`config.mk`:
```
export PLATFORM = sky130hd
export DESIGN_NAME = port_arbiter_flat
export DESIGN_NICKNAME = d
export VERILOG_FILES = /design/src/hdl/mc_cmd_pkg.sv /design/src/hdl/mem_cmd_if.sv /design/src/hdl/port_arbiter.sv /design/src/flat_wrapper.sv
export VERILOG_INCLUDE_DIRS = /design/src /design/src/hdl
export SDC_FILE = /design/constraint.sdc
export NUM_CORES = 1
export LEC_CHECK = 0
export ABC_AREA = 1
export BUFFER_PORTS_ARGS = -buffer_cell sky130_fd_sc_hd__buf_4
export CORE_MARGIN = 3
export CORE_UTILIZATION = 33
export DETAILED_ROUTE_END_ITERATION = 10
export HOLD_SLACK_MARGIN = 0.12
export PLACE_DENSITY_LB_ADDON = 0.2
export SLEW_MARGIN = 20
export SYNTH_ARGS = -nofsm -noshare
export SYNTH_HDL_FRONTEND = slang
export SYNTH_SLANG_ARGS = --single-unit
```
`constraint.sdc`:
```
create_clock -name ui_clk -period 1.86 [get_ports ui_clk]
set_input_delay 0.093 -clock ui_clk [delete_from_list [all_inputs] [get_ports ui_clk]]
set_output_delay 0.093 -clock ui_clk [all_outputs]
set_load 0.03 [all_outputs]
```
`src/hdl/mc_cfg.svh`:
```
`ifndef MC_CFG_SVH
`define MC_CFG_SVH

// word address, 1K words
`define MC_ADDR_W 10

`define MC_DATA_W 32

`define MC_STRB_W (`MC_DATA_W/8)

// cycles from read command transfer to returned data
`define MC_READ_LAT 4

// tag queue and data FIFO share this depth
`define MC_QUEUE_DEPTH 8

// calibration delay after reset release
`define MC_CALIB_CYCLES 16

`endif
```
`src/hdl/mc_cmd_pkg.sv`:
```
`include "mc_cfg.svh"

package mc_cmd_pkg;

    typedef logic port_id_t; // 0 or 1, issuing peer port

    typedef enum logic {
        op_read  = 1'b0,
        op_write = 1'b1
    } cmd_op_t;

    typedef struct packed {
        logic [`MC_STRB_W-1:0] strb;
        logic [`MC_DATA_W-1:0] data;
    } wr_payload_t;

    typedef struct packed {
        port_id_t                          port;
        logic [`MC_STRB_W+`MC_DATA_W-2:0]  pad; // fills up to write payload width
    } rd_payload_t;

    // decoded by op: write data with mask, or read tag
    typedef union packed {
        wr_payload_t wr;
        rd_payload_t rd;
    } cmd_payload_u;

    typedef struct packed {
        cmd_op_t               op;
        logic [`MC_ADDR_W-1:0] addr;
        cmd_payload_u          payload;
    } mem_cmd_t;

    typedef struct packed {
        port_id_t              port;
        logic [`MC_DATA_W-1:0] data;
    } rd_rsp_t;

endpackage

```
`src/hdl/mem_cmd_if.sv`:
```
`timescale 1ns/10ps

interface mem_cmd_if;

    mc_cmd_pkg::mem_cmd_t cmd;
    logic                 valid;
    logic                 ready;
    logic                 calib_done;

    modport arb (output cmd, output valid, input ready, input calib_done);

    modport mem (input cmd, input valid, output ready, output calib_done);

    modport mon (input cmd, input valid, input ready, input calib_done);

endinterface

```
`src/hdl/port_arbiter.sv`:
```
`timescale 1ns/10ps
`include "mc_cfg.svh"

module port_arbiter (
    input  logic                  ui_clk,
    input  logic                  reset,
    input  logic                  p0_req_valid,
    output logic                  p0_req_ready,
    input  logic                  p0_req_write,
    input  logic [`MC_ADDR_W-1:0] p0_req_addr,
    input  logic [`MC_DATA_W-1:0] p0_req_wdata,
    input  logic [`MC_STRB_W-1:0] p0_req_strb,
    input  logic                  p1_req_valid,
    output logic                  p1_req_ready,
    input  logic                  p1_req_write,
    input  logic [`MC_ADDR_W-1:0] p1_req_addr,
    input  logic [`MC_DATA_W-1:0] p1_req_wdata,
    input  logic [`MC_STRB_W-1:0] p1_req_strb,
    input  logic                  rd_space,
    mem_cmd_if.arb                bus
);

    logic [1:0]            elig;
    mc_cmd_pkg::port_id_t  prio; // winner when both are eligible
    mc_cmd_pkg::port_id_t  sel;
    logic                  fire;
    logic                  win_write;
    logic [`MC_ADDR_W-1:0] win_addr;
    logic [`MC_DATA_W-1:0] win_wdata;
    logic [`MC_STRB_W-1:0] win_strb;
    mc_cmd_pkg::mem_cmd_t  cmd;

    // reads held back while the response queue is out of credits
    assign elig[0] = p0_req_valid & (p0_req_write | rd_space);
    assign elig[1] = p1_req_valid & (p1_req_write | rd_space);

    assign sel  = (&elig) ? prio : elig[1];
    assign fire = bus.valid & bus.ready;

    assign bus.valid    = bus.calib_done & (|elig);
    assign p0_req_ready = fire & (sel == 1'b0);
    assign p1_req_ready = fire & (sel == 1'b1);

    assign win_write = sel ? p1_req_write : p0_req_write;
    assign win_addr  = sel ? p1_req_addr  : p0_req_addr;
    assign win_wdata = sel ? p1_req_wdata : p0_req_wdata;
    assign win_strb  = sel ? p1_req_strb  : p0_req_strb;

    always_comb begin
        cmd.op   = win_write ? mc_cmd_pkg::op_write : mc_cmd_pkg::op_read;
        cmd.addr = win_addr;
        if (win_write) begin
            cmd.payload.wr.strb = win_strb;
            cmd.payload.wr.data = win_wdata;
        end else begin
            cmd.payload.rd.port = sel; // read tag for the response queue
            cmd.payload.rd.pad  = '0;
        end
    end

    assign bus.cmd = cmd;

    always_ff @(posedge ui_clk) begin
        if (reset) begin
            prio <= 1'b0;
        end else if (fire) begin
            prio <= ~sel; // other port first next time
        end
    end

endmodule

```
`src/flat_wrapper.sv`:
```
// flat-port wrapper written by rule: the top's interface ports become plain ports
module port_arbiter_flat 
  (ui_clk, reset, p0_req_valid, p0_req_ready, p0_req_write, p0_req_addr, p0_req_wdata, p0_req_strb, p1_req_valid, p1_req_ready, p1_req_write, p1_req_addr, p1_req_wdata, p1_req_strb, rd_space, bus_cmd, bus_valid, bus_ready, bus_calib_done);
  mem_cmd_if bus_i ();
  input  logic ui_clk;
  input  logic reset;
  input  logic p0_req_valid;
  output logic p0_req_ready;
  input  logic p0_req_write;
  input  logic [`MC_ADDR_W-1:0] p0_req_addr;
  input  logic [`MC_DATA_W-1:0] p0_req_wdata;
  input  logic [`MC_STRB_W-1:0] p0_req_strb;
  input  logic p1_req_valid;
  output logic p1_req_ready;
  input  logic p1_req_write;
  input  logic [`MC_ADDR_W-1:0] p1_req_addr;
  input  logic [`MC_DATA_W-1:0] p1_req_wdata;
  input  logic [`MC_STRB_W-1:0] p1_req_strb;
  input  logic rd_space;
  output wire logic [$bits(bus_i.cmd)-1:0] bus_cmd;
  output wire logic [$bits(bus_i.valid)-1:0] bus_valid;
  input wire logic [$bits(bus_i.ready)-1:0] bus_ready;
  input wire logic [$bits(bus_i.calib_done)-1:0] bus_calib_done;
  assign bus_cmd = bus_i.cmd;
  assign bus_valid = bus_i.valid;
  assign bus_i.ready = bus_ready;
  assign bus_i.calib_done = bus_calib_done;
  port_arbiter u_core (.ui_clk(ui_clk), .reset(reset), .p0_req_valid(p0_req_valid), .p0_req_ready(p0_req_ready), .p0_req_write(p0_req_write), .p0_req_addr(p0_req_addr), .p0_req_wdata(p0_req_wdata), .p0_req_strb(p0_req_strb), .p1_req_valid(p1_req_valid), .p1_req_ready(p1_req_ready), .p1_req_write(p1_req_write), .p1_req_addr(p1_req_addr), .p1_req_wdata(p1_req_wdata), .p1_req_strb(p1_req_strb), .rd_space(rd_space), .bus(bus_i));
endmodule
```
==> impl_metrics.env <==
export IMPL_outcome="finished, final reports clean"
export IMPL_grt_pass1_wl_mm=6.08
export IMPL_rows=19
export IMPL_drive_gt1_frac=0.415
export IMPL_synthesis_nets=346
export IMPL_hold_path_depth=4
export IMPL_yosys_area_top_type_share=0.645
export IMPL_start_util=0.361
export IMPL_total_leakage_power_nw=1.60
export IMPL_crit_path_max_fanout=25
export IMPL_synth_common_cells="nand2_1 (177), inv_1 (40), buf_6 (6)"
export IMPL_finalCritPeriodShare=0.745
export IMPL_dp_cells=417
export IMPL_grt_pass1_vias=1538
export IMPL_grt_setup_unrepaired="no"
export IMPL_syn_area_sq_um=1030
export IMPL_ff2ff_path_depth=6
export IMPL_seqCellArea_sq_um=20.0
export IMPL_synth_edf_count=0
export IMPL_drv_slew=0
export IMPL_hold_buffers=0
export IMPL_ys_async_sr_fraction=0
export IMPL_io_buffer_count=150
export IMPL_hold_viol=0
export IMPL_drv_cap=0
export IMPL_worstSkewPairLatency_ns=0
export IMPL_hp_class="in -> reg"
export IMPL_synth_cells=245
export IMPL_worstSetupStartpointType="register"
export IMPL_fin_cells=417
export IMPL_slew_headroom=0.750
export IMPL_io_pins=151
export IMPL_drc_errors=0
export IMPL_synth_warnings=0
export IMPL_dieHeight_microns=61.9
export IMPL_crit_top_cell="nand2_1"
export IMPL_die_w_microns=61.9
export IMPL_p_per_area_nw_per_um2=369
export IMPL_worst_pin_slew_ns=0.375
export IMPL_min_period_ns=1.39
export IMPL_seq_area_frac_synth=0.0194
export IMPL_path_clk_slew_ns=0
export IMPL_die_area_sq_um=3830
export IMPL_core_sq_um=2850
export IMPL_ys_flop_type="dfxtp_1"
export IMPL_yosysTopAreaCell="nand2_1"
export IMPL_routedWlPerCell_microns=10.5
export IMPL_tns_ns=0
export IMPL_grt_ovfl_total=0
export IMPL_dp_hpwl_mm=3.77
export IMPL_postSynthAreaPerCell_sq_um=4.20
export IMPL_fin_skew_ns=0
export IMPL_grt_start_max_net_pins=37
export IMPL_drtPass1Iterations=4
export IMPL_viasPerCell=4.37
export IMPL_yosysMostFrequentCell="nand2_1"
export IMPL_grt_util_all_layers=0.199
export IMPL_cts_setup_buffers=0
export IMPL_crit_path_max_incr_delay_ns=0.29
export IMPL_area_delta_synth_final_pct=106
export IMPL_cts_resized=0
export IMPL_critical_path_cell_chain="inv_1, nand3_2, nand2_2, inv_2, buf_12, nand2_1, nand2_1, nand2_1, inv_1, buf_4"
export IMPL_drtIter0Drc=49
export IMPL_setup_viol=0
export IMPL_place_congestion=0.805
export IMPL_yosys_cell_types_count=15
export IMPL_top_regs="u_core.prio (1)"
export IMPL_antenna_cells=0
export IMPL_multi_input_comb_area_sq_um=739
export IMPL_largest_reg_flops=1
export IMPL_critPathRequiredTime_ns=1.77
export IMPL_max_freq_mhz=722
export IMPL_cpMaxStageDelayCell="dfxtp_1"
export IMPL_antenna_found_initial=0
export IMPL_ir_drop_uv=204
export IMPL_synth_seq_cells=1
export IMPL_worstPathArrival_ns=1.29
export IMPL_fin_nets=489
export IMPL_wl_mm=4.40
export IMPL_ant_nets=0
export IMPL_fill_cells=284
export IMPL_endpoint_kind="output pin"
export IMPL_path_class="reg -> out"
export IMPL_synthTopCellsByArea="nand2_1 (65%), inv_1 (15%), buf_6 (6.6%)"
export IMPL_regMostFlops="u_core.prio"
export IMPL_vias=1824
[worst max-delay path, delay by kind of cell (launching register included)]
family,cells,cell delay [ns]
flops,1,0.29
simple gates,5,0.32
buf+inv,5,0.68
[layer usage]
| metal | wire, microns | global-route usage | vias to the layer above |
|---|---|---|---|
| met2 | 2310 | 0.423 | 91 |
| met4 | 29 | 0.0121 | 0 |
| met5 | 0 | 0 | - |
| met3 | 557 | 0.0517 | 4 |
| met1 | 1500 | 0.195 | 756 |
| li1 | - | - | 973 |
[area by class of cell]
type | count | share of cell area
Sequential cell | 1 | 0.00942
Timing Repair Buffer | 154 | 0.550
Inverter | 42 | 0.0742
Tap cell | 31 | 0.0183
Multi-Input combinational cell | 189 | 0.348
[final timing paths]
check | from | end | slack [ns]
setup / recovery | u_core.prio$_SDFFE_PP0P_ | bus_cmd[32] | 0.47
hold reg to reg | u_core.prio$_SDFFE_PP0P_ | u_core.prio$_SDFFE_PP0P_ | 0.55
setup reg to reg | u_core.prio$_SDFFE_PP0P_ | u_core.prio$_SDFFE_PP0P_ | 0.77
hold / removal | reset | u_core.prio$_SDFFE_PP0P_ | 0.33
[through the flow]
stage	setup WS [ns]	total power [W]	hold slack, ns	util	cell area (sq um)
3_3_place_gp	0.511	0.000780	0.326	0.745	2120
5_1_grt	0.359	0.000851	0.357	0.745	2120
2_1_floorplan	0.527	0.000464	0.236	-	1030
3_5_place_dp	0.467	0.000790	0.335	0.745	2120
6_report	0.475	0.000784	0.332	0.745	2120
4_1_cts	0.465	0.000791	0.334	0.745	2120
[kinds of logic (layout without fill, tap and decap cells)]
group                  count (synthesis)  in the layout  synth area share
buffers and inverters                 55            196             0.262
AO/OA/AOI/OAI                          4              4            0.0255
AND/OR/NAND/NOR                      185            185             0.693
flip-flops                             1              1            0.0194
[placed cells by master, fill, tap and decap left out]
| cell type | instances |
|---|---|
| inv_2 | 2 |
| nand3_2 | 1 |
| dfxtp_1 | 1 |
| nand2_1 | 177 |
| buf_12 | 1 |
| nor2_1 | 3 |
| buf_4 | 153 |
| a21boi_0 | 1 |
| inv_1 | 40 |
| nand2_2 | 1 |
| o21ai_2 | 1 |
| o21ai_0 | 2 |
| nand2_4 | 1 |
| nand3_1 | 2 |
[report_power, final]
part / switching (W) / internal, W
Clock: 0 / 0
Combinational: 0.000426 / 0.000334
Sequential: 0.000000346 / 0.0000233
Total: 0.000426 / 0.000358
(Power assumes the default switching activity.)
