===== src/hdl/mc_cfg.svh =====
`ifndef MC_CFG_SVH
`define MC_CFG_SVH

// word address, 1K words
`define MC_ADDR_W 10

`define MC_DATA_W 32

`define MC_STRB_W (`MC_DATA_W/8)

// cycles from read command transfer to returned data
`define MC_READ_LAT 4

// tag queue and data FIFO share this depth
`define MC_QUEUE_DEPTH 8

// calibration delay after reset release
`define MC_CALIB_CYCLES 16

`endif

===== src/hdl/mc_cmd_pkg.sv =====
`include "mc_cfg.svh"

package mc_cmd_pkg;

    typedef logic port_id_t; // 0 or 1, issuing peer port

    typedef enum logic {
        op_read  = 1'b0,
        op_write = 1'b1
    } cmd_op_t;

    typedef struct packed {
        logic [`MC_STRB_W-1:0] strb;
        logic [`MC_DATA_W-1:0] data;
    } wr_payload_t;

    typedef struct packed {
        port_id_t                          port;
        logic [`MC_STRB_W+`MC_DATA_W-2:0]  pad; // fills up to write payload width
    } rd_payload_t;

    // decoded by op: write data with mask, or read tag
    typedef union packed {
        wr_payload_t wr;
        rd_payload_t rd;
    } cmd_payload_u;

    typedef struct packed {
        cmd_op_t               op;
        logic [`MC_ADDR_W-1:0] addr;
        cmd_payload_u          payload;
    } mem_cmd_t;

    typedef struct packed {
        port_id_t              port;
        logic [`MC_DATA_W-1:0] data;
    } rd_rsp_t;

endpackage


===== src/hdl/mem_cmd_if.sv =====
`timescale 1ns/10ps

interface mem_cmd_if;

    mc_cmd_pkg::mem_cmd_t cmd;
    logic                 valid;
    logic                 ready;
    logic                 calib_done;

    modport arb (output cmd, output valid, input ready, input calib_done);

    modport mem (input cmd, input valid, output ready, output calib_done);

    modport mon (input cmd, input valid, input ready, input calib_done);

endinterface


===== src/hdl/rd_resp_queue.sv =====
`timescale 1ns/10ps
`include "mc_cfg.svh"

module rd_resp_queue (
    input  logic                  ui_clk,
    input  logic                  reset,
    mem_cmd_if.mon                bus,
    input  logic [`MC_DATA_W-1:0] rd_data,
    input  logic                  rd_data_valid,
    output logic                  rd_space,
    output logic                  p0_rsp_valid,
    input  logic                  p0_rsp_ready,
    output logic [`MC_DATA_W-1:0] p0_rsp_data,
    output logic                  p1_rsp_valid,
    input  logic                  p1_rsp_ready,
    output logic [`MC_DATA_W-1:0] p1_rsp_data
);

    localparam int DEPTH = `MC_QUEUE_DEPTH;
    localparam int AW = $clog2(DEPTH);
    localparam logic [AW:0] FULL = DEPTH[AW:0];

    mc_cmd_pkg::port_id_t  tag_mem  [DEPTH];
    logic [`MC_DATA_W-1:0] data_mem [DEPTH];

    logic [AW:0]         tag_wp;
    logic [AW:0]         data_wp;
    logic [AW:0]         rd_ptr; // both FIFOs pop together
    logic [AW:0]         credits;
    logic                tag_push;
    logic                tag_empty;
    logic                data_empty;
    logic                rsp_valid;
    logic                pop;
    mc_cmd_pkg::rd_rsp_t head;

    assign tag_push = bus.valid & bus.ready & (bus.cmd.op == mc_cmd_pkg::op_read);

    // outstanding reads, issued but not yet handed back
    assign credits  = tag_wp - rd_ptr;
    assign rd_space = (credits != FULL);

    assign tag_empty  = (tag_wp == rd_ptr);
    assign data_empty = (data_wp == rd_ptr);
    assign rsp_valid  = ~tag_empty & ~data_empty;

    assign head.port = tag_mem[rd_ptr[AW-1:0]];
    assign head.data = data_mem[rd_ptr[AW-1:0]];

    // head tag picks the port, in command order
    assign p0_rsp_valid = rsp_valid & (head.port == 1'b0);
    assign p1_rsp_valid = rsp_valid & (head.port == 1'b1);
    assign p0_rsp_data  = head.data;
    assign p1_rsp_data  = head.data;

    assign pop = (p0_rsp_valid & p0_rsp_ready) | (p1_rsp_valid & p1_rsp_ready);

    always_ff @(posedge ui_clk) begin
        if (tag_push) begin
            tag_mem[tag_wp[AW-1:0]] <= bus.cmd.payload.rd.port;
        end
        if (rd_data_valid) begin
            data_mem[data_wp[AW-1:0]] <= rd_data;
        end
    end

    always_ff @(posedge ui_clk) begin
        if (reset) begin
            tag_wp  <= '0;
            data_wp <= '0;
            rd_ptr  <= '0;
        end else begin
            if (tag_push) begin
                tag_wp <= tag_wp + 1'b1;
            end
            // never overruns, data count stays below tag count
            if (rd_data_valid) begin
                data_wp <= data_wp + 1'b1;
            end
            if (pop) begin
                rd_ptr <= rd_ptr + 1'b1;
            end
        end
    end

endmodule


===== src/flat_wrapper.sv =====
// flat-port wrapper written by rule: the top's interface ports become plain ports
module rd_resp_queue_flat 
  (ui_clk, reset, rd_data, rd_data_valid, rd_space, p0_rsp_valid, p0_rsp_ready, p0_rsp_data, p1_rsp_valid, p1_rsp_ready, p1_rsp_data, bus_cmd, bus_valid, bus_ready, bus_calib_done);
  mem_cmd_if bus_i ();
  input  logic ui_clk;
  input  logic reset;
  input  logic [`MC_DATA_W-1:0] rd_data;
  input  logic rd_data_valid;
  output logic rd_space;
  output logic p0_rsp_valid;
  input  logic p0_rsp_ready;
  output logic [`MC_DATA_W-1:0] p0_rsp_data;
  output logic p1_rsp_valid;
  input  logic p1_rsp_ready;
  output logic [`MC_DATA_W-1:0] p1_rsp_data;
  input wire logic [$bits(bus_i.cmd)-1:0] bus_cmd;
  input wire logic [$bits(bus_i.valid)-1:0] bus_valid;
  input wire logic [$bits(bus_i.ready)-1:0] bus_ready;
  input wire logic [$bits(bus_i.calib_done)-1:0] bus_calib_done;
  assign bus_i.cmd = bus_cmd;
  assign bus_i.valid = bus_valid;
  assign bus_i.ready = bus_ready;
  assign bus_i.calib_done = bus_calib_done;
  rd_resp_queue u_core (.ui_clk(ui_clk), .reset(reset), .bus(bus_i), .rd_data(rd_data), .rd_data_valid(rd_data_valid), .rd_space(rd_space), .p0_rsp_valid(p0_rsp_valid), .p0_rsp_ready(p0_rsp_ready), .p0_rsp_data(p0_rsp_data), .p1_rsp_valid(p1_rsp_valid), .p1_rsp_ready(p1_rsp_ready), .p1_rsp_data(p1_rsp_data));
endmodule

===== config.mk =====
export PLATFORM = sky130hd
export DESIGN_NAME = rd_resp_queue_flat
export DESIGN_NICKNAME = d
export VERILOG_FILES = /design/src/hdl/mc_cmd_pkg.sv /design/src/hdl/mem_cmd_if.sv /design/src/hdl/rd_resp_queue.sv /design/src/flat_wrapper.sv
export VERILOG_INCLUDE_DIRS = /design/src /design/src/hdl
export SDC_FILE = /design/constraint.sdc
export NUM_CORES = 1
export LEC_CHECK = 0
export BUFFER_PORTS_ARGS = -buffer_cell sky130_fd_sc_hd__buf_4
export CAP_MARGIN = 5
export CORE_UTILIZATION = 45
export DETAILED_ROUTE_END_ITERATION = 10
export PLACE_DENSITY_LB_ADDON = 0.3
export SYNTH_ARGS = -nofsm -noshare
export SYNTH_HDL_FRONTEND = slang
export SYNTH_SLANG_ARGS = --single-unit

===== constraint.sdc =====
create_clock -name ui_clk -period 3.7 [get_ports ui_clk]
set_input_delay 0 -clock ui_clk [delete_from_list [all_inputs] [get_ports ui_clk]]
set_output_delay 0 -clock ui_clk [all_outputs]
set_load 0.02 [all_outputs]

==> impl_metrics.toml <==
[run_status]
status = "finished, final reports clean"

[worst_setup_path]
worst_path_max_delay_cell = "dfxtp_4"
critPathKind = "reg2out"
r2r_cells = 3
r2r_slack_ps = 1590
cp_cell_sequence = "buf_4 -> mux4_2 -> mux2_2 -> buf_4"
worstPathArrival_ps = 2660
start_kind = "flip-flop"
cp_max_fo = 34
cp_slowest_stage_delay_ps = 670
required_ps = 3700
timing.rr.start = "u_core.data_wp[1]"
r2r_end = "u_core.data_mem[3][2]"
path_common_cell = "buf_4"
cp-end-kind = "output pin"

[routing]
drt_iter0_drc = 324
ant_nets = 0
drc = 0
drt-total-wl_mm = 20.7
dr.pass1.iters = 4
dr_total_vias = 5282
routedWlPerCell_um = 20.4
routed_via_density = 5.21

[min_path]
hp-class = "in2reg"
worstHoldEndpoint = "u_core.tag_wp[2]"
min_from = "bus_ready"
hold_path_depth = 5

[power]
total_power_mw = 6.61
clockPowerShare = 0.395
ir_drop_v = 0.000265
switching_share = 0.206
p_int_mw = 5.25
p_switching_mw = 1.36
power.density_nw_per_um2 = 493
p_comb_frac = 0.070
pwr-share-seq = 0.535
power_leakage_nw = 4.43

[logic_synthesis]
yosys.area.top_type = "edfxtp_1"
synth.distinct_cells = 32
syn_nets = 624
synth_top_area_share = 0.715
syn_inst = 531
synth.avg_cell_area_um2 = 20.9
synth_area_um2 = 11100
ys_ff_latch = 279
seq_area_frac_synth = 0.742
ys.warnings.count = 0
synth_area_leaders = "edfxtp_1, mux4_2, mux2_2, dfxtp_1, buf_4"

[clocking]
cts_made_buffers = 28
insertion_delay_ps = 530
cts-root-buf = "clkbuf_16"
cts.sinks = 279
path_clk_slew_ps = 60
cts_tree = "done"
htree_levels = 1
post_cts_buffers = 0
cts.path.max_buffers = 3

[placement]
place.gp.congestion = 0.802
portBuffers = 107
place_hpwl_mm = 11.6

[die]
die_w_um = 159
die_y_um = 159
die_area_um2 = 25300
coreArea_um2 = 24200
start_util = 0.457
pin_count = 154
rows = 57

[timing]
hold_violations = 0
finalMaxSlewViolations = 0
fin_skew_ps = 10.4
setup_viol = 0
rsz0062_at_grt = "no"
worst_pin_slew_ps = 806
final.period_utilization = 0.720
finalSetupTns_ps = 0
slew_headroom = 0.461
period_minus_slack_ps = 2660
fmaxAchievable_mhz = 375

[global_route]
grt_use_total = 0.168
antenna_found_initial = 1
grt_max_degree = 65
first_global_vias = 5721
overflow = 0
grt_first_pass_wirelength_mm = 32.4

[finish]
drive_gt1_frac = 0.388
multi_input_area_um2 = 2570
layout.area.seq_um2 = 8240
area_growth_pct = 20.8
fin_nets = 759
nFillCells = 1881

[run]
max_cap_violations = 0
[cells in the final DEF, fill, tap and decap left out, types with 2 or more instances in the layout]
master and count:
dlygate4sd3_1 41, nor2_4 6, nand4_1 2, edfxtp_1 264, a21oi_1 3, inv_1 5
ha_1 6, mux2i_1 5, mux2_2 32, clkbuf_16 31, nor3_2 2, buf_4 117
nor2b_1 3, a21o_1 2, nand2_1 10, clkinv_2 4, xnor2_1 3, dfxtp_4 2
nor2_1 17, dfxtp_1 12, mux4_2 66, xor2_1 6, nor4_1 2, nor3_1 5
nand2b_1 9, clkinv_1 7, mux2_1 5, clkbuf_1 9
[worst max path at each step]
stage / end / slack, ps / cells after the start
4_1_cts: p1_rsp_data[0] / 980 / 4
3_3_place_gp: p0_rsp_data[0] / 1580 / 4
5_1_grt: p1_rsp_data[0] / 910 / 4
6_report: p1_rsp_data[0] / 1040 / 4
2_1_floorplan: u_core.data_mem[0][0] / 490 / 2
3_5_place_dp: p1_rsp_data[0] / 1550 / 4
[state kept, by name, summed over array words and instances, names as in the netlist, named ones only]
register	flops
u_core.tag_mem	8
u_core.rd_ptr	4
u_core.data_wp	4
u_core.tag_wp	4
u_core.data_mem	256
[cell type report]
| class | instances | area share |
|---|---|---|
| sequential | 279 | 0.615 |
| multi-input combinational | 193 | 0.191 |
| timing repair buffer | 159 | 0.0977 |
| clock buffer | 40 | 0.0604 |
| tap | 324 | 0.0302 |
| clock inverter | 12 | 0.00401 |
| inverter | 5 | 0.00140 |
| antenna | 1 | 0.000187 |
[cell families (layout without fill, tap and decap cells)]
logic type                 after synthesis  count (layout)  synth area share
other                                    0               1                 0
xor gates and xnor gates                 9               9           0.00711
adders and majority gates                6               6           0.00677
and+or+nand+nor                         62              62            0.0290
muxes                                  109             109             0.178
buffers and inverters                   59             216            0.0318
DFF                                    279             279             0.742
AOI/OAI and AO/OA                        7               7           0.00541
[critical path, delay by kind of cell, from the launching register on]
family                 cells  cell delay [ps]
flip-flops                 1              670
buffers and inverters      2              720
multiplexers               2              710
[power groups by stage]
stage	Sequential [mW]	Combinational [mW]	Clock, mW
after floorplan	3.60	0.268	0
after global placement	3.60	0.422	0
after detailed placement	3.60	0.432	0
after CTS	3.53	0.470	2.68
after global routing	3.54	0.495	2.79
final	3.53	0.462	2.61
[timing repair]
action / in CTS / in global routing
resized for setup: 0 / 0
hold buffers: 41 / 0
endpoints found under the hold margin: 279 / 0
[cell usage after synthesis]
library cell,count
o32ai_1,1
a21o_1,2
ha_1,6
nor2b_1,3
buf_4,32
xnor2_1,3
xor2_1,6
a31oi_4,1
mux2i_4,1
nand3_1,1
a21oi_1,3
mux2i_1,5
dfxtp_1,15
and3b_1,1
and2_1,1
nor3_1,7
nand4_1,2
buf_2,8
nor4_2,1
inv_1,5
mux2_2,32
clkbuf_1,13
clkbuf_2,1
mux2_1,5
nand2_1,10
nand2b_1,9
edfxtp_1,264
nor4_4,1
and4_1,1
mux4_2,66
nor2_1,23
nor4_1,2
[layer usage]
metal | global-route usage | part of all wire | wire length [um]
met3 | 0.0263 | 0.043 | 883
met2 | 0.299 | 0.53 | 10900
met5 | 0 | 0 | 0
met4 | 0.0415 | 0.014 | 299
met1 | 0.218 | 0.42 | 8590
[metrics by stage]
step,util,setup WS (ps),instance area [um2],cells,hold WS (ps)
2_1_floorplan,-,492,11100,531,98.9
4_1_cts,0.553,976,13400,1012,16.4
5_1_grt,0.553,909,13400,1013,54.2
3_3_place_gp,0.500,1580,12100,919,226
3_5_place_dp,0.500,1550,12100,919,236
6_report,0.553,1040,13400,1013,40.6
No activity file was read; power rests on OpenSTA's default activity.
