$ cat config.mk
export PLATFORM = sky130hd
export DESIGN_NAME = status_regs_flat
export DESIGN_NICKNAME = d
export VERILOG_FILES = /design/src/hdl/mc_reg_pkg.sv /design/src/hdl/mc_cmd_pkg.sv /design/src/hdl/mem_cmd_if.sv /design/src/hdl/status_regs.sv /design/src/flat_wrapper.sv
export VERILOG_INCLUDE_DIRS = /design/src /design/src/hdl
export SDC_FILE = /design/constraint.sdc
export NUM_CORES = 1
export LEC_CHECK = 0
export BUFFER_PORTS_ARGS = -buffer_cell sky130_fd_sc_hd__buf_2
export CAP_MARGIN = 10
export CORE_MARGIN = 1
export CORE_UTILIZATION = 58
export DETAILED_ROUTE_END_ITERATION = 12
export GPL_ROUTABILITY_DRIVEN = 0
export PLACE_DENSITY = 0.95
export SLEW_MARGIN = 20
export SYNTH_ARGS = -nofsm -noshare
export SYNTH_HDL_FRONTEND = slang
export SYNTH_SLANG_ARGS = --single-unit
$ cat constraint.sdc
create_clock -name ui_clk -period 6 [get_ports ui_clk]
set_clock_uncertainty 0.05 [all_clocks]
set_input_delay 0.6 -clock ui_clk [delete_from_list [all_inputs] [get_ports ui_clk]]
set_output_delay 0.6 -clock ui_clk [all_outputs]
set_load 0.01 [all_outputs]
$ cat src/hdl/mc_cfg.svh
`ifndef MC_CFG_SVH
`define MC_CFG_SVH

// word address, 1K words
`define MC_ADDR_W 10

`define MC_DATA_W 32

`define MC_STRB_W (`MC_DATA_W/8)

// cycles from read command transfer to returned data
`define MC_READ_LAT 4

// tag queue and data FIFO share this depth
`define MC_QUEUE_DEPTH 8

// calibration delay after reset release
`define MC_CALIB_CYCLES 16

`endif
$ cat src/hdl/mc_reg_pkg.sv
package mc_reg_pkg;

    typedef enum logic [1:0] {
        reg_status   = 2'd0,
        reg_rd_count = 2'd1,
        reg_wr_count = 2'd2,
        reg_scratch  = 2'd3
    } reg_idx_t;

    typedef struct packed {
        logic [30:0] reserved; // reads as zero
        logic        calib_done;
    } status_word_t;

endpackage

$ cat src/hdl/mc_cmd_pkg.sv
`include "mc_cfg.svh"

package mc_cmd_pkg;

    typedef logic port_id_t; // 0 or 1, issuing peer port

    typedef enum logic {
        op_read  = 1'b0,
        op_write = 1'b1
    } cmd_op_t;

    typedef struct packed {
        logic [`MC_STRB_W-1:0] strb;
        logic [`MC_DATA_W-1:0] data;
    } wr_payload_t;

    typedef struct packed {
        port_id_t                          port;
        logic [`MC_STRB_W+`MC_DATA_W-2:0]  pad; // fills up to write payload width
    } rd_payload_t;

    // decoded by op: write data with mask, or read tag
    typedef union packed {
        wr_payload_t wr;
        rd_payload_t rd;
    } cmd_payload_u;

    typedef struct packed {
        cmd_op_t               op;
        logic [`MC_ADDR_W-1:0] addr;
        cmd_payload_u          payload;
    } mem_cmd_t;

    typedef struct packed {
        port_id_t              port;
        logic [`MC_DATA_W-1:0] data;
    } rd_rsp_t;

endpackage

$ cat src/hdl/mem_cmd_if.sv
`timescale 1ns/10ps

interface mem_cmd_if;

    mc_cmd_pkg::mem_cmd_t cmd;
    logic                 valid;
    logic                 ready;
    logic                 calib_done;

    modport arb (output cmd, output valid, input ready, input calib_done);

    modport mem (input cmd, input valid, output ready, output calib_done);

    modport mon (input cmd, input valid, input ready, input calib_done);

endinterface

$ cat src/hdl/status_regs.sv
`timescale 1ns/10ps

module status_regs (
    input  logic        ui_clk,
    input  logic        reset,
    input  logic        reg_sel,
    input  logic        reg_enable,
    input  logic        reg_write,
    input  logic [1:0]  reg_addr,
    input  logic [31:0] reg_wdata,
    output logic [31:0] reg_rdata,
    output logic        reg_ack,
    mem_cmd_if.mon      bus
);

    mc_reg_pkg::reg_idx_t     idx;
    mc_reg_pkg::status_word_t status;
    logic [31:0]              rd_count;
    logic [31:0]              wr_count;
    logic [31:0]              scratch;
    logic                     wr_en;
    logic                     xfer;

    assign idx     = mc_reg_pkg::reg_idx_t'(reg_addr);
    assign reg_ack = reg_sel & reg_enable; // access phase
    assign wr_en   = reg_ack & reg_write;
    assign xfer    = bus.valid & bus.ready;

    always_ff @(posedge ui_clk) begin
        if (reset) begin
            rd_count <= '0;
            wr_count <= '0;
            scratch  <= '0;
        end else begin
            if (wr_en && idx == mc_reg_pkg::reg_rd_count) begin
                rd_count <= '0;
            end else if (xfer && bus.cmd.op == mc_cmd_pkg::op_read) begin
                rd_count <= rd_count + 1'b1;
            end
            if (wr_en && idx == mc_reg_pkg::reg_wr_count) begin
                wr_count <= '0;
            end else if (xfer && bus.cmd.op == mc_cmd_pkg::op_write) begin
                wr_count <= wr_count + 1'b1;
            end
            if (wr_en && idx == mc_reg_pkg::reg_scratch) begin
                scratch <= reg_wdata;
            end
        end
    end

    always_comb begin
        status            = '0;
        status.calib_done = bus.calib_done;
        case (idx)
            mc_reg_pkg::reg_status:   reg_rdata = status;
            mc_reg_pkg::reg_rd_count: reg_rdata = rd_count;
            mc_reg_pkg::reg_wr_count: reg_rdata = wr_count;
            default:                  reg_rdata = scratch;
        endcase
    end

endmodule

$ cat src/flat_wrapper.sv
// flat-port wrapper written by rule: the top's interface ports become plain ports
module status_regs_flat 
  (ui_clk, reset, reg_sel, reg_enable, reg_write, reg_addr, reg_wdata, reg_rdata, reg_ack, bus_cmd, bus_valid, bus_ready, bus_calib_done);
  mem_cmd_if bus_i ();
  input  logic ui_clk;
  input  logic reset;
  input  logic reg_sel;
  input  logic reg_enable;
  input  logic reg_write;
  input  logic [1:0] reg_addr;
  input  logic [31:0] reg_wdata;
  output logic [31:0] reg_rdata;
  output logic reg_ack;
  input wire logic [$bits(bus_i.cmd)-1:0] bus_cmd;
  input wire logic [$bits(bus_i.valid)-1:0] bus_valid;
  input wire logic [$bits(bus_i.ready)-1:0] bus_ready;
  input wire logic [$bits(bus_i.calib_done)-1:0] bus_calib_done;
  assign bus_i.cmd = bus_cmd;
  assign bus_i.valid = bus_valid;
  assign bus_i.ready = bus_ready;
  assign bus_i.calib_done = bus_calib_done;
  status_regs u_core (.ui_clk(ui_clk), .reset(reset), .reg_sel(reg_sel), .reg_enable(reg_enable), .reg_write(reg_write), .reg_addr(reg_addr), .reg_wdata(reg_wdata), .reg_rdata(reg_rdata), .reg_ack(reg_ack), .bus(bus_i));
endmodule
==> results of run 1 <==
## per-layer routing
| metal | wire [µm] | vias up | part of all wire | track usage |
|---|---|---|---|---|
| li1 | - | 2293 | - | - |
| met1 | 5620 | 2333 | 0.41 | 0.405 |
| met2 | 6700 | 285 | 0.48 | 0.508 |
| met3 | 1140 | 43 | 0.082 | 0.0644 |
| met4 | 374 | 0 | 0.027 | 0.155 |
| met5 | 0 | - | 0 | 0 |
## layout by cell type (no fill, tap or decap), types with 18 or more instances in the layout
| cell type | n |
|---|---|
| a21oi_1 | 72 |
| a22o_1 | 31 |
| buf_2 | 75 |
| dfxtp_1 | 96 |
| mux2_2 | 28 |
| nand2_1 | 93 |
| nand3_1 | 20 |
| nand4_1 | 19 |
| nor2_1 | 18 |
| o31ai_1 | 30 |
| or4_1 | 31 |
## power by group through the flow
stage	sequential, W	combinational, W	clock [W]
after floorplan	0.000657	0.0000380	0
final	0.000643	0.0000634	0.000560
after global placement	0.000658	0.0000596	0
after global routing	0.000644	0.0000677	0.000589
after CTS	0.000643	0.0000616	0.000556
after detailed placement	0.000658	0.0000612	0
## logic make-up after synthesis
logic type,count (synthesis),share of synthesized area
mux,35,0.0799
buf+inv,55,0.0460
fa+ha+maj,2,0.00503
flops,96,0.386
xor+xnor,17,0.0299
compound gates,151,0.195
simple gates,239,0.258
## final timing paths
path	from	slack [ns]	endpoint	depth (start not counted)
worst max register to register	u_core.wr_count[11]$_SDFFE_PP0P_	3.39	u_core.wr_count[30]$_SDFFE_PP0P_	4
worst min-delay path	reg_wdata[8]	0.40	u_core.scratch[8]$_SDFFE_PP0P_	3
worst max-delay path	reg_addr[1]	2.90	reg_rdata[13]	4
worst min register to register	u_core.scratch[19]$_SDFFE_PP0P_	0.41	u_core.scratch[19]$_SDFFE_PP0P_	2
## worst reg2reg max path: cells and delay by family (launching register included)
family,cells,cell delay (ns)
flops,1,0.45
simple gates,3,1.86
compound gates,1,0.17
## final cells by class
type | count | share of cell area
Sequential cell | 96 | 0.345
Clock buffer | 9 | 0.0222
Timing Repair Buffer | 75 | 0.0673
Multi-Input combinational cell | 444 | 0.510
Tap cell | 105 | 0.0236
Inverter | 10 | 0.00673
Clock inverter | 7 | 0.0256
## registers in the layout, summed over array words and instances (netlist names)
name and flops:
u_core.rd_count 32, u_core.wr_count 32, u_core.scratch 32
## cells in the mapped netlist (5+ instances only)
cell      number  area [µm²]
dfxtp_1       96        1920
a22o_1        31         272
clkbuf_1      36         135
or3_1          5        31.3
and3_1         6        37.5
a21oi_1       72         360
mux2_2        28         315
nand3_1       21         105
o31ai_1       30         225
mux2i_1        6        60.1
inv_1         10        37.5
or4_1         31         233
nor4_1        10        62.6
nand4_1       19         119
xor2_1         8        70.1
and4_1        10        87.6
xnor2_1        9        78.8
nor2_1        18        67.6
o21ai_0       10        50.1
nand2_1       93         349
## per-stage QoR
step	instance area [µm²]	utilization	total power (W)	hold slack [ns]
floorplan	4980	-	0.000695	0.383
global placement	5300	0.641	0.000717	0.390
CTS	5570	0.674	0.00126	0.404
finish	5570	0.675	0.00127	0.404
global route	5570	0.675	0.00130	0.404
detailed placement	5300	0.642	0.000719	0.396
==> impl_results.md, run 1 <==
* Combinational power share at 0.050
* Final worst path period need at 3.10 ns
* Cells after Synth at 595
* H-tree depth at 3
* Nets at approximately 730
* Residual DRC at 0
* Vias/cell at around 6.6
* Final setup fails at 0
* Sink Count at 96
* P_int at between 0.0009 and 0.001 W
* Asr flop ratio synth at 0
* Status: finished, final reports clean
* Syn Std Cell Area at 4980 µm²
* Hold buffers post-CTS at 0
* Top-Level Pins at 122
* Max Slew Vio Count at 0
* Endpoints failing hold at 0
* Post-detail-place hpwl at 9.30 mm
* RSZ-0062 raised after global routing: false
* Top delay family on crit path: buffers and inverters
* Vias in the first global route at approximately 4500
* Fillcell total at 568
* Yosys warnings at 0
* Leakage power total at roughly 2.0 nW
* Max Clk Rate at 323 MHz
* # placed instances at 730
* Drt pass-1 iters at 5
* Tightest Pin Transition at ~0.91 ns
* Drt total wl at 13.8 mm
* CP max-delay cell: nor2b_4
* Buf/Inv on CP at 2
* Diode count at 0
* Max cap viols at 0
* CTS Buffer Depth at 2
* Antenna violations before repair at 0
* Core area at 8260 µm²
* Peak VDD IR at 0.000132 V
* Switching pwr at 0.000284 W
* Global-route wire length before repair at 22.1 mm
* Mapped Nets at 686
* Sw Ratio at 0.224
* CP max stage delay at 0.74 ns
* Row count at 33
* Reg area at roughly 1900 µm²
* Required @ worst endpoint at 5.35 ns
* Crit start category: primary input
* Layout area overhead at 12.0%
* Post-synth EDFFs at 0
* TritonCTS clock tree: built
* CP Max Fanout at 39
* CP Cell Sequence: buf_2 -> nor2b_4 -> a22o_1 -> buf_2
* Synth Flop Type: dfxtp_1
* GRT Residual Overflow at 0
* Die area at 8960 µm²
* Final worst slack at roughly 2.9 ns
* CTS buffer count at 9
* Largest net degree at the start of global routing at 40
* CP Capture Type: primary output
* Mean post-synth cell area at around 8.4 µm²
* Post-CTS resize count at 0
* Layout cell share with drive strength beyond 1 at 0.212
* Iteration-0 DRC Markers at between 500 and 600
* HP Class: in2reg
* CP most frequent cell: buf_2
* Post-route ant nets at 0
* Die Span Y at 94.7 µm
* Dpl ws at roughly 2.5 ns
* Critical Path AT at approximately 2.5 ns
* GRT Util Overall at 0.317
* Finished Layout Cells at between 700 and 800
* Multi-input combinational cell area at 2840 µm²
* DR WL/cell at 18.6 µm
* Reg power frac at 0.508
* Sum Neg Setup Slack at 0 ns
* Die Wd at ~95 µm
* Yosys reg bits at 96
* Crit share post-route at 0.516
* Cell Pwr Density at ~230 nW/µm²
* Clk pwr share at 0.442
* Post-CTS Setup Bufs at 0
* Effective utilization at floorplan at 0.603
* Root buffer cell: clkbuf_8
* CP Class: in2out
* Worst-path clk slew at ~0.10 ns
* Slew headroom at 0.393
* I/O Buffers at 75
* Worst-Skew Late Latency at 0.37 ns
* Vias post-DR at 4954
* Seq/Total Area, Yosys at 0.386
* Number of library cell types mapped by synthesis at 48
Note: power is estimated with default switching activity, not from simulation.
==> run 2: changes to the inputs <==
Settings changed: CORE_UTILIZATION 58 to 54, PLACE_DENSITY 0.95 to 0.92.
Clock period 6 ns to 3.1 ns, I/O delays scaled along.
==> impl_results.md, run 2 (synthesis gave the netlist of run 1 again) <==
* Worst-Skew Late Latency at around 0.37 ns
* Vias/cell at 6.51
* GRT Util Overall at 0.283
* Layout area overhead at 11.6%
* Status: complete, but fails checks
* Die Span Y at 98.0 µm
* Critical Path AT at 2.59 ns
* Most common cell after layout, fill and taps aside: dfxtp_1
* Post-detail-place hpwl at 9.59 mm
* Global-route wire length before repair at around 22 mm
* Layout cell share with drive strength beyond 1 at 0.216
* Buf/Inv on CP at 0
* Layout Cell Area excl Fill at 5560 µm²
* Endpoints failing hold at 0
* Slew headroom at 0.526
* HP Class: in2reg
* RSZ-0062 raised after global routing: false
* Largest regs: u_core.rd_count (32), u_core.scratch (32), u_core.wr_count (32)
* DR WL/cell at between 15 and 20 µm
* Tightest Pin Transition at 0.711 ns
* GRT Residual Overflow at 0
* Post-CTS Setup Bufs at 0
* Top delay family on crit path: simple AND/OR/NAND/NOR gates
* Vias post-DR at approximately 5000
* Commonest non-fill, non-tap cells in the layout: dfxtp_1, nand2_1, buf_2
* CP Class: reg2reg
* CP max stage delay at approximately 0.79 ns
* Nets at 736
* CP Capture Type: flop
* CP most frequent cell: or4_1
* Final setup fails at 0
* Drt total wl at roughly 13 mm
* Drt pass-1 iters at 9
* Failing checks: DRC
* CP Max Fanout at 21
* Die Wd at 98.0 µm
* Max cap viols at 0
* I/O Buffers at 75
* TritonCTS clock tree: built
* Largest net degree at the start of global routing at 37
* Required @ worst endpoint at roughly 3.4 ns
* Sink Count at 96
* Antenna violations before repair at 1
* Core area at approximately 8800 µm²
* Placed cell areas at 5370 µm²
* Max Slew Vio Count at 0
* CTS Buffer Depth at 2
* Effective utilization at floorplan at 0.565
* Fillcell total at roughly 700
* Peak VDD IR at 0.000256 V
* Worst-path clk slew at 0.09 ns
* Root buffer cell: clkbuf_8
* Vias in the first global route at between 4000 and 5000
* Final worst path period need at 2.34 ns
* Hold buffers post-CTS at 0
* Crit start category: flop
* Crit share post-route at 0.754
* Residual DRC at 2
* CP max-delay cell: or4_1
* CTS buffer count at 9
* Iteration-0 DRC Markers at 462
* Top-Level Pins at 122
* Max Clk Rate at 428 MHz
* H-tree depth at 3
* Sum Neg Setup Slack at 0 ns
* Post-route ant nets at 0
* Cell Pwr Density at 394 nW/µm²
* Post-CTS resize count at 0
* Die area at 9610 µm²
* Leakage power total at around 2.0 nW
* Row count at 34
* CP Cell Sequence: nand3_1 -> or4_1 -> or4_1 -> a21oi_1
run 2: report_power, final:
| part | total [W] | switching (W) | internal (W) |
|---|---|---|---|
| sequential | 0.00124 | 0.00000592 | 0.00124 |
| combinational | 0.000125 | 0.0000781 | 0.0000464 |
| clock | 0.000819 | 0.000429 | 0.000391 |
run 2: worst register-to-register path, stage by stage, from the launching register on:
cell	delay, ns
dfxtp_1	0.49
nand3_1	0.24
or4_1	0.79
or4_1	0.54
a21oi_1	0.15
run 2: worst paths after layout:
| check | from | endpoint | slack (ns) | depth (start not counted) |
|---|---|---|---|---|
| max | u_core.wr_count[2]$_SDFFE_PP0P_ | u_core.wr_count[15]$_SDFFE_PP0P_ | 0.76 | 4 |
| min | reg_wdata[5] | u_core.scratch[5]$_SDFFE_PP0P_ | 0.12 | 3 |
| max reg2reg | u_core.wr_count[2]$_SDFFE_PP0P_ | u_core.wr_count[15]$_SDFFE_PP0P_ | 0.76 | 4 |
| min reg2reg | u_core.scratch[3]$_SDFFE_PP0P_ | u_core.scratch[3]$_SDFFE_PP0P_ | 0.41 | 2 |
run 2: area by class of cell:
cell class / count / area, µm² / share of cell area
Multi-Input combinational cell: 444 / 2830 / 0.509
Tap cell: 108 / 135 / 0.0243
Sequential cell: 96 / 1920 / 0.346
Clock inverter: 3 / 42.5 / 0.00765
Clock buffer: 12 / 145 / 0.0261
Antenna cell: 1 / 2.50 / 0.000450
Timing Repair Buffer: 84 / 443 / 0.0797
Inverter: 10 / 37.5 / 0.00675
run 2: layer usage:
metal  global-route usage  share of wire  up-vias
li1                     -              -     2305
met1                0.369           0.42     2353
met2                0.458           0.48      230
met3               0.0372          0.066       50
met4                0.148          0.036        0
met5                    0              0        -
run 2: stage by stage:
stage / utilization / total power [W] / setup slack [ns] / hold slack (ns) / std cells
after floorplan: - / 0.00135 / 1.18 / 0.383 / 595
after global placement: 0.610 / 0.00139 / 0.860 / 0.390 / 742
after detailed placement: 0.610 / 0.00140 / 0.755 / 0.397 / 742
after CTS: 0.631 / 0.00219 / 0.795 / 0.118 / 757
after global routing: 0.631 / 0.00224 / 0.615 / 0.138 / 758
final: 0.631 / 0.00219 / 0.764 / 0.120 / 758
==> run 3: changes to the inputs <==
Settings changed: CORE_UTILIZATION 54 to 49, PLACE_DENSITY 0.92 to 0.88.
Clock period 3.1 ns to 2 ns, I/O delays scaled along.
==> impl_results.md, run 3 (synthesis gave the netlist of run 1 again) <==
* Final hold slack at 0.000194 ns
* Crit path capture: u_core.rd_count[27]$_SDFFE_PP0P_
* Layout cell share with drive strength beyond 1 at 0.274
* Hold Crit Depth at 3
* CTS Buffer Depth at 2
* Drt pass-1 iters at 7
* Status: finished, final reports clean
* GRT Residual Overflow at 0
* Sink Count at 96
* CP Class: reg2reg
* Crit path launch: u_core.rd_count[17]$_SDFFE_PP0P_
* DR WL/cell at 17.7 µm
* Global-route wire length before repair at 22.1 mm
* Layout area overhead at 17.8%
* Largest net degree at the start of global routing at 33
* # placed instances at roughly 800
* Die Span Y at 103 µm
* Critical Path AT at 2.23 ns
* R2R depth at 4
* Core Util, Final at 0.597
* CP Capture Type: flop
* Worst-path clk slew at 0.09 ns
* Root buffer cell: clkbuf_8
* Core area at 9820 µm²
* Commonest non-fill, non-tap cells in the layout: nand2_1, dfxtp_1, buf_2
* Die Wd at about 100 µm
* Post-CTS Setup Bufs at 0
* Sum Neg Setup Slack at 0 ns
* Max Slew Vio Count at 0
* Residual DRC at 0
* Diode count at 0
* HP Class: in2reg
* Drt total wl at 14.4 mm
* Finished Layout Cells at around 800
* Crit share post-route at 0.987
* Nets at 765
* Post-CTS resize count at 0
* TritonCTS clock tree: built
* H-tree depth at 3
* Post-route ant nets at 0
* Vias post-DR at 5156
* Leakage power total at ~2.1 nW
* Vias/cell at 6.35
* Iteration-0 DRC Markers at 480
* Die area at 10600 µm²
* Worst R2R Start: u_core.rd_count[17]$_SDFFE_PP0P_
* Layout Cell Area excl Fill at 5860 µm²
* I/O Buffers at 75
* Max cap viols at 0
* Final setup fails at 0
* Largest regs: u_core.rd_count (32), u_core.scratch (32), u_core.wr_count (32)
* Slew headroom at 0.661
* Reg2Reg Setup Slack at roughly 0.027 ns
* Peak VDD IR at 0.000248 V
* Final worst path period need at 1.97 ns
* Endpoints failing hold at 0
* Worst-Skew Late Latency at approximately 0.38 ns
* Antenna violations before repair at 0
* Required @ worst endpoint at 2.26 ns
* GRT Util Overall at 0.269
* Effective utilization at floorplan at 0.507
* Vias in the first global route at 4692
* CTS buffer count at 9
* Top-Level Pins at 122
* Placed cell areas at 5620 µm²
* Max Clk Rate at 507 MHz
* CP Max Fanout at 7
* Row count at 36
* Fillcell total at between 800 and 900
* Tightest Pin Transition at 0.504 ns
* Crit start category: flop
* Most common cell after layout, fill and taps aside: nand2_1
* Hold buffers post-CTS at 0
* Cell Pwr Density at between 500 and 600 nW/µm²
* Worst reg2reg endpoint: u_core.rd_count[27]$_SDFFE_PP0P_
* Post-detail-place hpwl at between 9 and 10 mm
-- run 3: per-stage QoR --
| stage | setup WS (ns) | total power, W |
|---|---|---|
| after floorplan | 0.0785 | 0.00209 |
| after CTS | 0.000533 | 0.00336 |
| after detailed placement | 0.0292 | 0.00218 |
| after global placement | 0.104 | 0.00217 |
| after global routing | -0.0140 | 0.00346 |
| final | 0.0268 | 0.00337 |
-- run 3: worst min path at each step --
stage,from,end
finish,reg_wdata[21],u_core.scratch[21]$_SDFFE_PP0P_
global route,reg_wdata[24],u_core.scratch[24]$_SDFFE_PP0P_
CTS,reg_wdata[2],u_core.scratch[2]$_SDFFE_PP0P_
detailed placement,u_core.scratch[6]$_SDFFE_PP0P_,u_core.scratch[6]$_SDFFE_PP0P_
global placement,u_core.scratch[6]$_SDFFE_PP0P_,u_core.scratch[6]$_SDFFE_PP0P_
floorplan,reg_wdata[0],u_core.scratch[0]$_SDFFE_PP0P_
-- run 3: critical path: stages (launching register included) --
cell and delay, ns:
dfxtp_2 0.40, nand4_4 0.15, or4_4 0.59, or4_1 0.51
a21oi_1 0.20
-- run 3: cell type report --
class | count | area (µm²) | area share
inverter | 10 | 37.5 | 0.00640
multi-input combinational | 445 | 2870 | 0.490
clock buffer | 13 | 169 | 0.0288
sequential | 96 | 1930 | 0.330
tap | 133 | 166 | 0.0284
timing repair buffer | 112 | 669 | 0.114
clock inverter | 3 | 15.0 | 0.00256
-- run 3: routing by layer --
metal / GRT usage / share of wire / vias up
li1: - / - / 2365
met1: 0.338 / 0.41 / 2477
met2: 0.439 / 0.49 / 258
met3: 0.0420 / 0.065 / 56
met4: 0.155 / 0.036 / 0
met5: 0 / 0 / -
-- run 3: report_power, final --
| part | internal, W | switching (W) |
|---|---|---|
| Clock | 0.000549 | 0.000680 |
| Sequential | 0.00192 | 0.00000740 |
| Combinational | 0.0000848 | 0.000130 |
| Total | 0.00255 | 0.000818 |
